## src/design/nice_bus_pkg.sv

```systemverilog
package nice_bus_pkg;

    // Data, stream and config word width
    parameter int data_width = 32;

    // Memory address width
    parameter int addr_width = 32;

    // Address step between consecutive words
    parameter int word_bytes = 4;

    // Transfer lengths in words
    parameter int default_fetch_words = 6;
    parameter int default_store_words = 4;

    // Size of the config register bank
    parameter int default_config_entries = 8;

endpackage

```

## src/design/nice_isa_pkg.sv

```systemverilog
package nice_isa_pkg;

    // Instruction word
    parameter int inst_width = 32;

    // Only the custom-0 slot is decoded
    parameter logic [6:0] opcode_custom0 = 7'b0001011;

    // Shared by config, lbuf and sbuf
    parameter logic [2:0] func3_buf = 3'b010;

    // Transfer operations
    parameter logic [6:0] func7_lbuf = 7'd1;
    parameter logic [6:0] func7_sbuf = 7'd2;

    // Config entry k sits at base plus k
    parameter logic [6:0] func7_config_base = 7'd6;

endpackage
```

## src/design/nice_top.sv

```systemverilog
`timescale 1ns/100ps

module nice_top #(
    parameter int fetch_words    = nice_bus_pkg::default_fetch_words,
    parameter int store_words    = nice_bus_pkg::default_store_words,
    parameter int config_entries = nice_bus_pkg::default_config_entries
) (
    input  logic                                               clk,
    input  logic                                               rst_n,

    input  logic                                               req_valid,
    output logic                                               req_ready,
    input  logic [nice_isa_pkg::inst_width-1:0]                req_inst,
    input  logic [nice_bus_pkg::data_width-1:0]                req_rs1,

    output logic                                               rsp_valid,
    input  logic                                               rsp_ready,
    output logic                                               rsp_err,

    output logic                                               mem_cmd_valid,
    input  logic                                               mem_cmd_ready,
    output logic [nice_bus_pkg::addr_width-1:0]                mem_cmd_addr,
    output logic                                               mem_cmd_read,
    output logic [nice_bus_pkg::data_width-1:0]                mem_cmd_wdata,

    input  logic                                               mem_rsp_valid,
    output logic                                               mem_rsp_ready,
    input  logic [nice_bus_pkg::data_width-1:0]                mem_rsp_rdata,
    input  logic                                               mem_rsp_err,

    output logic                                               acc_cmd_valid,
    input  logic                                               acc_cmd_ready,
    output logic [nice_bus_pkg::data_width-1:0]                acc_cmd_data,

    input  logic                                               acc_rsp_valid,
    output logic                                               acc_rsp_ready,
    input  logic [nice_bus_pkg::data_width-1:0]                acc_rsp_data,

    output logic                                               active,
    output logic                                               mem_holdup,
    output logic [config_entries*nice_bus_pkg::data_width-1:0] config_regs
);

    import nice_bus_pkg::*;

    logic                              op_config;
    logic                              op_lbuf;
    logic                              op_sbuf;
    logic                              op_illegal;
    logic [$clog2(config_entries)-1:0] config_index;
    logic                              cfg_write;
    logic [data_width-1:0]             cfg_wdata;

    nice_inst_decode #(
        .config_entries (config_entries)
    ) i_nice_inst_decode (
        .inst         (req_inst),
        .op_config    (op_config),
        .op_lbuf      (op_lbuf),
        .op_sbuf      (op_sbuf),
        .op_illegal   (op_illegal),
        .config_index (config_index)
    );

    nice_config_regs #(
        .config_entries (config_entries)
    ) i_nice_config_regs (
        .clk          (clk),
        .rst_n        (rst_n),
        .cfg_write    (cfg_write),
        .config_index (config_index),
        .wdata        (cfg_wdata),
        .config_regs  (config_regs)
    );

    nice_xfer_ctrl #(
        .fetch_words (fetch_words),
        .store_words (store_words)
    ) i_nice_xfer_ctrl (
        .clk           (clk),
        .rst_n         (rst_n),
        .req_valid     (req_valid),
        .req_ready     (req_ready),
        .req_rs1       (req_rs1),
        .rsp_valid     (rsp_valid),
        .rsp_ready     (rsp_ready),
        .rsp_err       (rsp_err),
        .op_config     (op_config),
        .op_lbuf       (op_lbuf),
        .op_sbuf       (op_sbuf),
        .op_illegal    (op_illegal),
        .cfg_write     (cfg_write),
        .cfg_wdata     (cfg_wdata),
        .mem_cmd_valid (mem_cmd_valid),
        .mem_cmd_ready (mem_cmd_ready),
        .mem_cmd_addr  (mem_cmd_addr),
        .mem_cmd_read  (mem_cmd_read),
        .mem_cmd_wdata (mem_cmd_wdata),
        .mem_rsp_valid (mem_rsp_valid),
        .mem_rsp_ready (mem_rsp_ready),
        .mem_rsp_rdata (mem_rsp_rdata),
        .mem_rsp_err   (mem_rsp_err),
        .acc_cmd_valid (acc_cmd_valid),
        .acc_cmd_ready (acc_cmd_ready),
        .acc_cmd_data  (acc_cmd_data),
        .acc_rsp_valid (acc_rsp_valid),
        .acc_rsp_ready (acc_rsp_ready),
        .acc_rsp_data  (acc_rsp_data),
        .active        (active),
        .mem_holdup    (mem_holdup)
    );

endmodule

```

## src/design/nice_xfer_ctrl.sv

```systemverilog
`timescale 1ns/100ps

module nice_xfer_ctrl #(
    parameter int fetch_words = nice_bus_pkg::default_fetch_words,
    parameter int store_words = nice_bus_pkg::default_store_words
) (
    input  logic                                clk,
    input  logic                                rst_n,

    input  logic                                req_valid,
    output logic                                req_ready,
    input  logic [nice_bus_pkg::data_width-1:0] req_rs1,

    output logic                                rsp_valid,
    input  logic                                rsp_ready,
    output logic                                rsp_err,

    input  logic                                op_config,
    input  logic                                op_lbuf,
    input  logic                                op_sbuf,
    input  logic                                op_illegal,

    output logic                                cfg_write,
    output logic [nice_bus_pkg::data_width-1:0] cfg_wdata,

    output logic                                mem_cmd_valid,
    input  logic                                mem_cmd_ready,
    output logic [nice_bus_pkg::addr_width-1:0] mem_cmd_addr,
    output logic                                mem_cmd_read,
    output logic [nice_bus_pkg::data_width-1:0] mem_cmd_wdata,

    input  logic                                mem_rsp_valid,
    output logic                                mem_rsp_ready,
    input  logic [nice_bus_pkg::data_width-1:0] mem_rsp_rdata,
    input  logic                                mem_rsp_err,

    output logic                                acc_cmd_valid,
    input  logic                                acc_cmd_ready,
    output logic [nice_bus_pkg::data_width-1:0] acc_cmd_data,

    input  logic                                acc_rsp_valid,
    output logic                                acc_rsp_ready,
    input  logic [nice_bus_pkg::data_width-1:0] acc_rsp_data,

    output logic                                active,
    output logic                                mem_holdup
);

    import nice_bus_pkg::*;

    localparam int max_words = (fetch_words > store_words) ? fetch_words : store_words;
    localparam int count_w   = $clog2(max_words + 1);

    localparam logic [2:0] st_idle       = 3'd0;
    localparam logic [2:0] st_respond    = 3'd1;
    localparam logic [2:0] st_load_cmd   = 3'd2;
    localparam logic [2:0] st_load_wait  = 3'd3;
    localparam logic [2:0] st_stream_out = 3'd4;
    localparam logic [2:0] st_stream_in  = 3'd5;
    localparam logic [2:0] st_store_cmd  = 3'd6;
    localparam logic [2:0] st_store_wait = 3'd7;

    logic [2:0]            state;
    logic [count_w-1:0]    word_count;
    logic                  err_q;
    logic [addr_width-1:0] addr_q;
    logic [data_width-1:0] data_q;
    logic                  accept;
    logic                  last_fetch;
    logic                  last_store;

    assign accept     = req_valid && req_ready;
    assign last_fetch = (word_count == count_w'(fetch_words - 1));
    assign last_store = (word_count == count_w'(store_words - 1));

    // Config writes land on the accept edge
    assign cfg_write = accept && op_config;
    assign cfg_wdata = req_rs1;

    // Handshake outputs come straight from the state
    assign req_ready     = (state == st_idle);
    assign rsp_valid     = (state == st_respond);
    assign rsp_err       = err_q;
    assign mem_cmd_valid = (state == st_load_cmd) || (state == st_store_cmd);
    assign mem_cmd_read  = (state == st_load_cmd);
    assign mem_cmd_addr  = addr_q;
    assign mem_cmd_wdata = data_q;
    assign mem_rsp_ready = (state == st_load_wait) || (state == st_store_wait);
    assign acc_cmd_valid = (state == st_stream_out);
    assign acc_cmd_data  = data_q;
    assign acc_rsp_ready = (state == st_stream_in);

    assign mem_holdup = (state != st_idle);
    assign active     = (state != st_idle) || req_valid;

    always_ff @(posedge clk or negedge rst_n) begin
        if (!rst_n) begin
            state      <= st_idle;
            word_count <= '0;
            err_q      <= 1'b0;
        end else begin
            case (state)
                st_idle: begin
                    if (req_valid) begin
                        word_count <= '0;
                        err_q      <= op_illegal;
                        if (op_lbuf) begin
                            state <= st_load_cmd;
                        end else if (op_sbuf) begin
                            state <= st_stream_in;
                        end else begin
                            state <= st_respond;
                        end
                    end
                end
                st_respond: begin
                    if (rsp_ready) begin
                        state <= st_idle;
                    end
                end
                st_load_cmd: begin
                    if (mem_cmd_ready) begin
                        state <= st_load_wait;
                    end
                end
                st_load_wait: begin
                    if (mem_rsp_valid) begin
                        err_q <= err_q | mem_rsp_err;
                        state <= st_stream_out;
                    end
                end
                st_stream_out: begin
                    if (acc_cmd_ready) begin
                        if (last_fetch) begin
                            state <= st_respond;
                        end else begin
                            word_count <= word_count + 1'b1;
                            state      <= st_load_cmd;
                        end
                    end
                end
                st_stream_in: begin
                    if (acc_rsp_valid) begin
                        state <= st_store_cmd;
                    end
                end
                st_store_cmd: begin
                    if (mem_cmd_ready) begin
                        state <= st_store_wait;
                    end
                end
                st_store_wait: begin
                    if (mem_rsp_valid) begin
                        err_q <= err_q | mem_rsp_err;
                        if (last_store) begin
                            state <= st_respond;
                        end else begin
                            word_count <= word_count + 1'b1;
                            state      <= st_stream_in;
                        end
                    end
                end
                default: state <= st_idle;
            endcase
        end
    end

    // Address and word buffer
    always_ff @(posedge clk) begin
        if (accept) begin
            addr_q <= addr_width'(req_rs1);
        end else if ((state == st_stream_out && acc_cmd_ready && !last_fetch) ||
                     (state == st_store_wait && mem_rsp_valid && !last_store)) begin
            addr_q <= addr_q + addr_width'(word_bytes);
        end

        if (state == st_load_wait && mem_rsp_valid) begin
            data_q <= mem_rsp_rdata;
        end else if (state == st_stream_in && acc_rsp_valid) begin
            data_q <= acc_rsp_data;
        end
    end

    // A memory command stays put until the bus takes it
    assert property (@(posedge clk) disable iff (!rst_n)
        mem_cmd_valid && !mem_cmd_ready |=> mem_cmd_valid && $stable(mem_cmd_addr) &&
            $stable(mem_cmd_read) && $stable(mem_cmd_wdata))
        else $error("memory command changed before ready");

    // Same for the accelerator command stream
    assert property (@(posedge clk) disable iff (!rst_n)
        acc_cmd_valid && !acc_cmd_ready |=> acc_cmd_valid && $stable(acc_cmd_data))
        else $error("accelerator command changed before ready");

endmodule

```

## src/design/nice_config_regs.sv

```systemverilog
`timescale 1ns/100ps

module nice_config_regs #(
    parameter int config_entries = nice_bus_pkg::default_config_entries
) (
    input  logic                                                clk,
    input  logic                                                rst_n,
    input  logic                                                cfg_write,
    input  logic [$clog2(config_entries)-1:0]                   config_index,
    input  logic [nice_bus_pkg::data_width-1:0]                 wdata,
    output logic [config_entries*nice_bus_pkg::data_width-1:0]  config_regs
);

    import nice_bus_pkg::*;

    // Entry k occupies word k of the packed output
    always_ff @(posedge clk or negedge rst_n) begin
        if (!rst_n) begin
            config_regs <= '0;
        end else if (cfg_write) begin
            config_regs[config_index*data_width +: data_width] <= wdata;
        end
    end

    // Decoder range check must keep writes inside the bank
    assert property (@(posedge clk) disable iff (!rst_n)
        cfg_write |-> (config_index < config_entries))
        else $error("config write to index %0d outside bank", config_index);

endmodule

```

## src/design/nice_inst_decode.sv

```systemverilog
`timescale 1ns/100ps

module nice_inst_decode #(
    parameter int config_entries = nice_bus_pkg::default_config_entries
) (
    input  logic [nice_isa_pkg::inst_width-1:0] inst,
    output logic                                op_config,
    output logic                                op_lbuf,
    output logic                                op_sbuf,
    output logic                                op_illegal,
    output logic [$clog2(config_entries)-1:0]   config_index
);

    import nice_isa_pkg::*;

    localparam int idx_w = $clog2(config_entries);

    logic [6:0] opcode;
    logic [2:0] func3;
    logic [6:0] func7;
    logic       is_buf;
    logic [6:0] config_offset;
    logic       config_hit;

    // R-type fields
    assign opcode = inst[6:0];
    assign func3  = inst[14:12];
    assign func7  = inst[31:25];

    assign is_buf = (opcode == opcode_custom0) && (func3 == func3_buf);

    // Config range starts at the base code
    assign config_offset = func7 - func7_config_base;
    assign config_hit    = (func7 >= func7_config_base) && (config_offset < config_entries);

    assign op_config = is_buf && config_hit;
    assign op_lbuf   = is_buf && (func7 == func7_lbuf);
    assign op_sbuf   = is_buf && (func7 == func7_sbuf);

    // Anything else is rejected with an error response
    assign op_illegal = !(op_config || op_lbuf || op_sbuf);

    assign config_index = config_offset[idx_w-1:0];

endmodule

```

## config.mk

```make
export PLATFORM = sky130hd
export DESIGN_NAME = nice_top
export DESIGN_NICKNAME = d
export VERILOG_FILES = /design/src/design/nice_bus_pkg.sv /design/src/design/nice_isa_pkg.sv /design/src/design/nice_top.sv /design/src/design/nice_xfer_ctrl.sv /design/src/design/nice_config_regs.sv /design/src/design/nice_inst_decode.sv
export SDC_FILE = /design/constraint.sdc
export NUM_CORES = 1
export LEC_CHECK = 0
export BUFFER_PORTS_ARGS = -buffer_cell sky130_fd_sc_hd__buf_2
export CORE_MARGIN = 10
export CORE_UTILIZATION = 30
export DETAILED_ROUTE_END_ITERATION = 10
export GPL_TIMING_DRIVEN = 0
export PLACE_DENSITY = 0.53
export SETUP_SLACK_MARGIN = 0.3
export SLEW_MARGIN = 0
export SYNTH_ARGS = -nofsm -noshare
export SYNTH_HDL_FRONTEND = slang
export SYNTH_SLANG_ARGS = --single-unit
```

## constraint.sdc

```tcl
create_clock -name clk -period 2.6 [get_ports clk]
set_clock_uncertainty 0.05 [all_clocks]
set_input_delay 0.13 -clock clk [delete_from_list [all_inputs] [get_ports clk]]
set_output_delay 0.13 -clock clk [all_outputs]
set_load 0.01 [all_outputs]
```

==> results.toml <==
[die]
design.core.area_um2 = 45600
die_w_um = 235
dieArea_um2 = 55300
die_y_um = 235
io_pins = 499
placementRows = 78
start_util_pct = 30.4

[timing]
report.final.hold_viol_count = 0
min_period_ns = 2.37
setup_tns_ns = 0
rsz0062_at_grt = "yes"
setup_ws_ns = 0.228
setup_violations = 0
maxSlewHeadroom_pct = 38.2
finalCritPeriodShare_pct = 91.2
worst_pin_slew_ns = 0.926
slew_viol_final = 0
fmax_ghz = 0.422

[logic_synthesis]
synth_area_um2 = 13900
syn_inst = 1307
synth-compound-area-share_pct = 10.2
synthXorXnorAreaFrac_pct = 1.77
synth-simple-area-share_pct = 14.6
synth_largest_area_cell = "dfrtp_1"
synthAdderAreaFrac_pct = 0.992
async_flop_share_pct = 80.4
synth_area_leaders = "dfrtp_1, edfxtp_1, nand2_1"
avgSynthCellArea_um2 = 10.6
ys_types = 50
ys_seq_area_share_pct = 61.3
synth_top_family_by_area = "simple AND/OR/NAND/NOR gates"
synth_flop_cell = "dfrtp_1"
yosysWarningCount = 0
ys_ff_latch = 327
muxShareOfSynthArea_pct = 7.02
yosysTopAreaCellShare_pct = 47.4
synth_edf_count = 64
synthesis.nets = 1455

[clock_network]
cts_tree = "done"
clk_latency_ns = 0.55
cts.clk_slew.worst_paths_ns = 0.06
max-clock-path-buffers = 3
root_buffer = "clkbuf_16"
cts.sinks = 327
cts_buffers = 38
cts_htree_levels = 2

[cells_and_area]
num-fill-cells = 4365
postLayoutCoreUtil_pct = 45.0
final_common_cell = "buf_2"
stdcell_count = 2612
syn_to_final_growth_pct = 47.9
fin_nets = 2131
final_cell_mix = "buf_2, nand2_1, dfrtp_1"
drive_above_1_share_pct = 39.6

[pwr]
clockPowerShare_pct = 37.2
powerDensity_nw_per_um2 = 708
seqPwrFrac_pct = 42.1
p_sw_w = 0.00436
irDropWorstVdd_mv = 0.665
switching_share_pct = 30.0
pwr-share-comb_pct = 20.7
p_leak_nw = 10.0
finalPower_w = 0.0145
internal_power_w = 0.0102

[critical_path]
cp_max_fo = 5
cp-end-kind = "flop"
rr_worst_depth = 7
startpoint_type = "flop"
cp.arrival_ns = 2.76
crit_start = "i_nice_xfer_ctrl.state[1]"
cpLargestDelayFamily = "simple AND/OR/NAND/NOR gates"
slowest_stage = "or4b_4"
cp_cell_sequence = "or4b_4, clkbuf_16, nor3b_4, o2111ai_4, buf_6, buf_12, mux2_4"
cp_slowest_stage_delay_ns = 0.62
worstReg2RegStart = "i_nice_xfer_ctrl.state[1]"
path_buf_inv = 3
cp_num_cells = 7
required_ns = 2.99
worst-setup-path-type = "reg2reg"

[place]
dpl.hpwl_mm = 43.1
place_congestion = 0.857
place_ws_ns = -0.946
placed_cells = 2392
portBuffers = 483

[global_routing]
grt_max_degree = 104
antenna_found_initial = 0
grt.overflow.total = 0
grt_pass1_vias = 12800
grt_pass1_wl_mm = 87.7
groute.usage.overall_pct = 20.9

[route]
wl_mm = 61.1
drc = 0
vias = 12600
drt_iter0_markers = 871
routedWlPerCell_um = 23.4
detail_route.vias_per_cell = 4.82
ant_nets = 0
firstDrtPassIters = 6

[status]
status = "finished clean"

[hold_path]
min_from = "mem_cmd_ready"
min_path_cells = 4
hp-class = "in2reg"

[job]
cap_viol_max_count = 0
state kept, by name, summed over array words and instances (netlist names):
signal / flops
i_nice_config_regs.config_regs: 256
i_nice_xfer_ctrl.word_count: 3
i_nice_xfer_ctrl.state: 3
i_nice_xfer_ctrl.mem_cmd_addr: 32
i_nice_xfer_ctrl.acc_cmd_data: 32
i_nice_xfer_ctrl.rsp_err: 1
final timing paths:
path                            slack (ns)                                  end
worst max-delay path                  0.23  i_nice_config_regs.config_regs[147]
worst min-delay path                  0.05            i_nice_xfer_ctrl.state[2]
worst max register to register        0.23  i_nice_config_regs.config_regs[147]
worst min register to register        0.42  i_nice_config_regs.config_regs[165]
max in group asynchronous             1.37   i_nice_config_regs.config_regs[43]
min in group asynchronous             0.12   i_nice_config_regs.config_regs[24]
cell families (layout without fill, tap and decap cells):
family / count (synthesis) / after routing
XOR/XNOR: 28 / 28
flip-flops: 327 / 327
AND/OR/NAND/NOR: 476 / 477
buffers and inverters: 114 / 816
other: 0 / 1
AO/OA/AOI/OAI: 269 / 270
multiplexers: 82 / 82
adder cells (fa/ha/maj): 11 / 11
power groups by stage:
stage	Sequential, W	Clock (W)	Combinational [W]
4_1_cts	0.00611	0.00554	0.00287
3_3_place_gp	0.00620	0	0.00261
6_report	0.00611	0.00540	0.00301
2_1_floorplan	0.00629	0	0.00125
3_5_place_dp	0.00622	0	0.00265
5_1_grt	0.00616	0.00576	0.00328
layer usage:
layer / up-vias / track usage (%) / share of wire [%]
li1: 5811 / - / -
met1: 6276 / 25.8 / 42
met5: - / 0 / 0
met3: 79 / 5.53 / 7.1
met2: 423 / 35.3 / 49
met4: 0 / 5.42 / 2.3
per-stage QoR:
| stage | cell area, um^2 | hold WS [ns] |
|---|---|---|
| 2_1_floorplan | 13900 | -0.216 |
| 5_1_grt | 20500 | 0.0697 |
| 4_1_cts | 19800 | 0.00786 |
| 6_report | 20500 | 0.0536 |
| 3_3_place_gp | 17100 | 0.383 |
| 3_5_place_dp | 17100 | 0.127 |
area by class of cell:
type / instances / area [um^2] / share of cell area [%]
Antenna cell: 1 / 2.50 / 0.0122
Buffer: 105 / 813 / 3.96
Clock buffer: 60 / 1170 / 5.68
Clock inverter: 8 / 91.3 / 0.445
Inverter: 9 / 33.8 / 0.165
Multi-Input combinational cell: 868 / 5120 / 25.0
Sequential cell: 327 / 8500 / 41.4
Tap cell: 600 / 751 / 3.66
Timing Repair Buffer: 634 / 4040 / 19.7
repair_timing:
item / CTS / global route
hold endpoints to repair: 386 / 0
endpoints found under the setup margin: 316 / 331
hold buffers: 105 / 0
gates cloned: 0 / 10
resized for setup: 48 / 200
buffers inserted: 27 / 9
pin swaps: 14 / 34
synth_stat cells (5+ instances only):
library cell and n:
nand2_1 372, dfrtp_1 263, o21ai_0 238, edfxtp_1 64, mux2_2 64, clkbuf_1 62
buf_4 33, nand3_1 21, xor2_1 20, mux2_4 14, nand4_1 13, nor2_1 13
nor3_1 12, and3_1 11, ha_1 11, inv_1 9, xnor2_1 8, a21oi_1 7
nor4b_1 7, o211ai_1 7, nor4_1 5
worst register-to-register path, cell delays in order (launching register included):
cell and delay, ns:
dfrtp_1 0.39, or4b_4 0.62, clkbuf_16 0.20, nor3b_4 0.21
o2111ai_4 0.15, buf_6 0.17, buf_12 0.14, mux2_4 0.31
(Power assumes the default switching activity.)
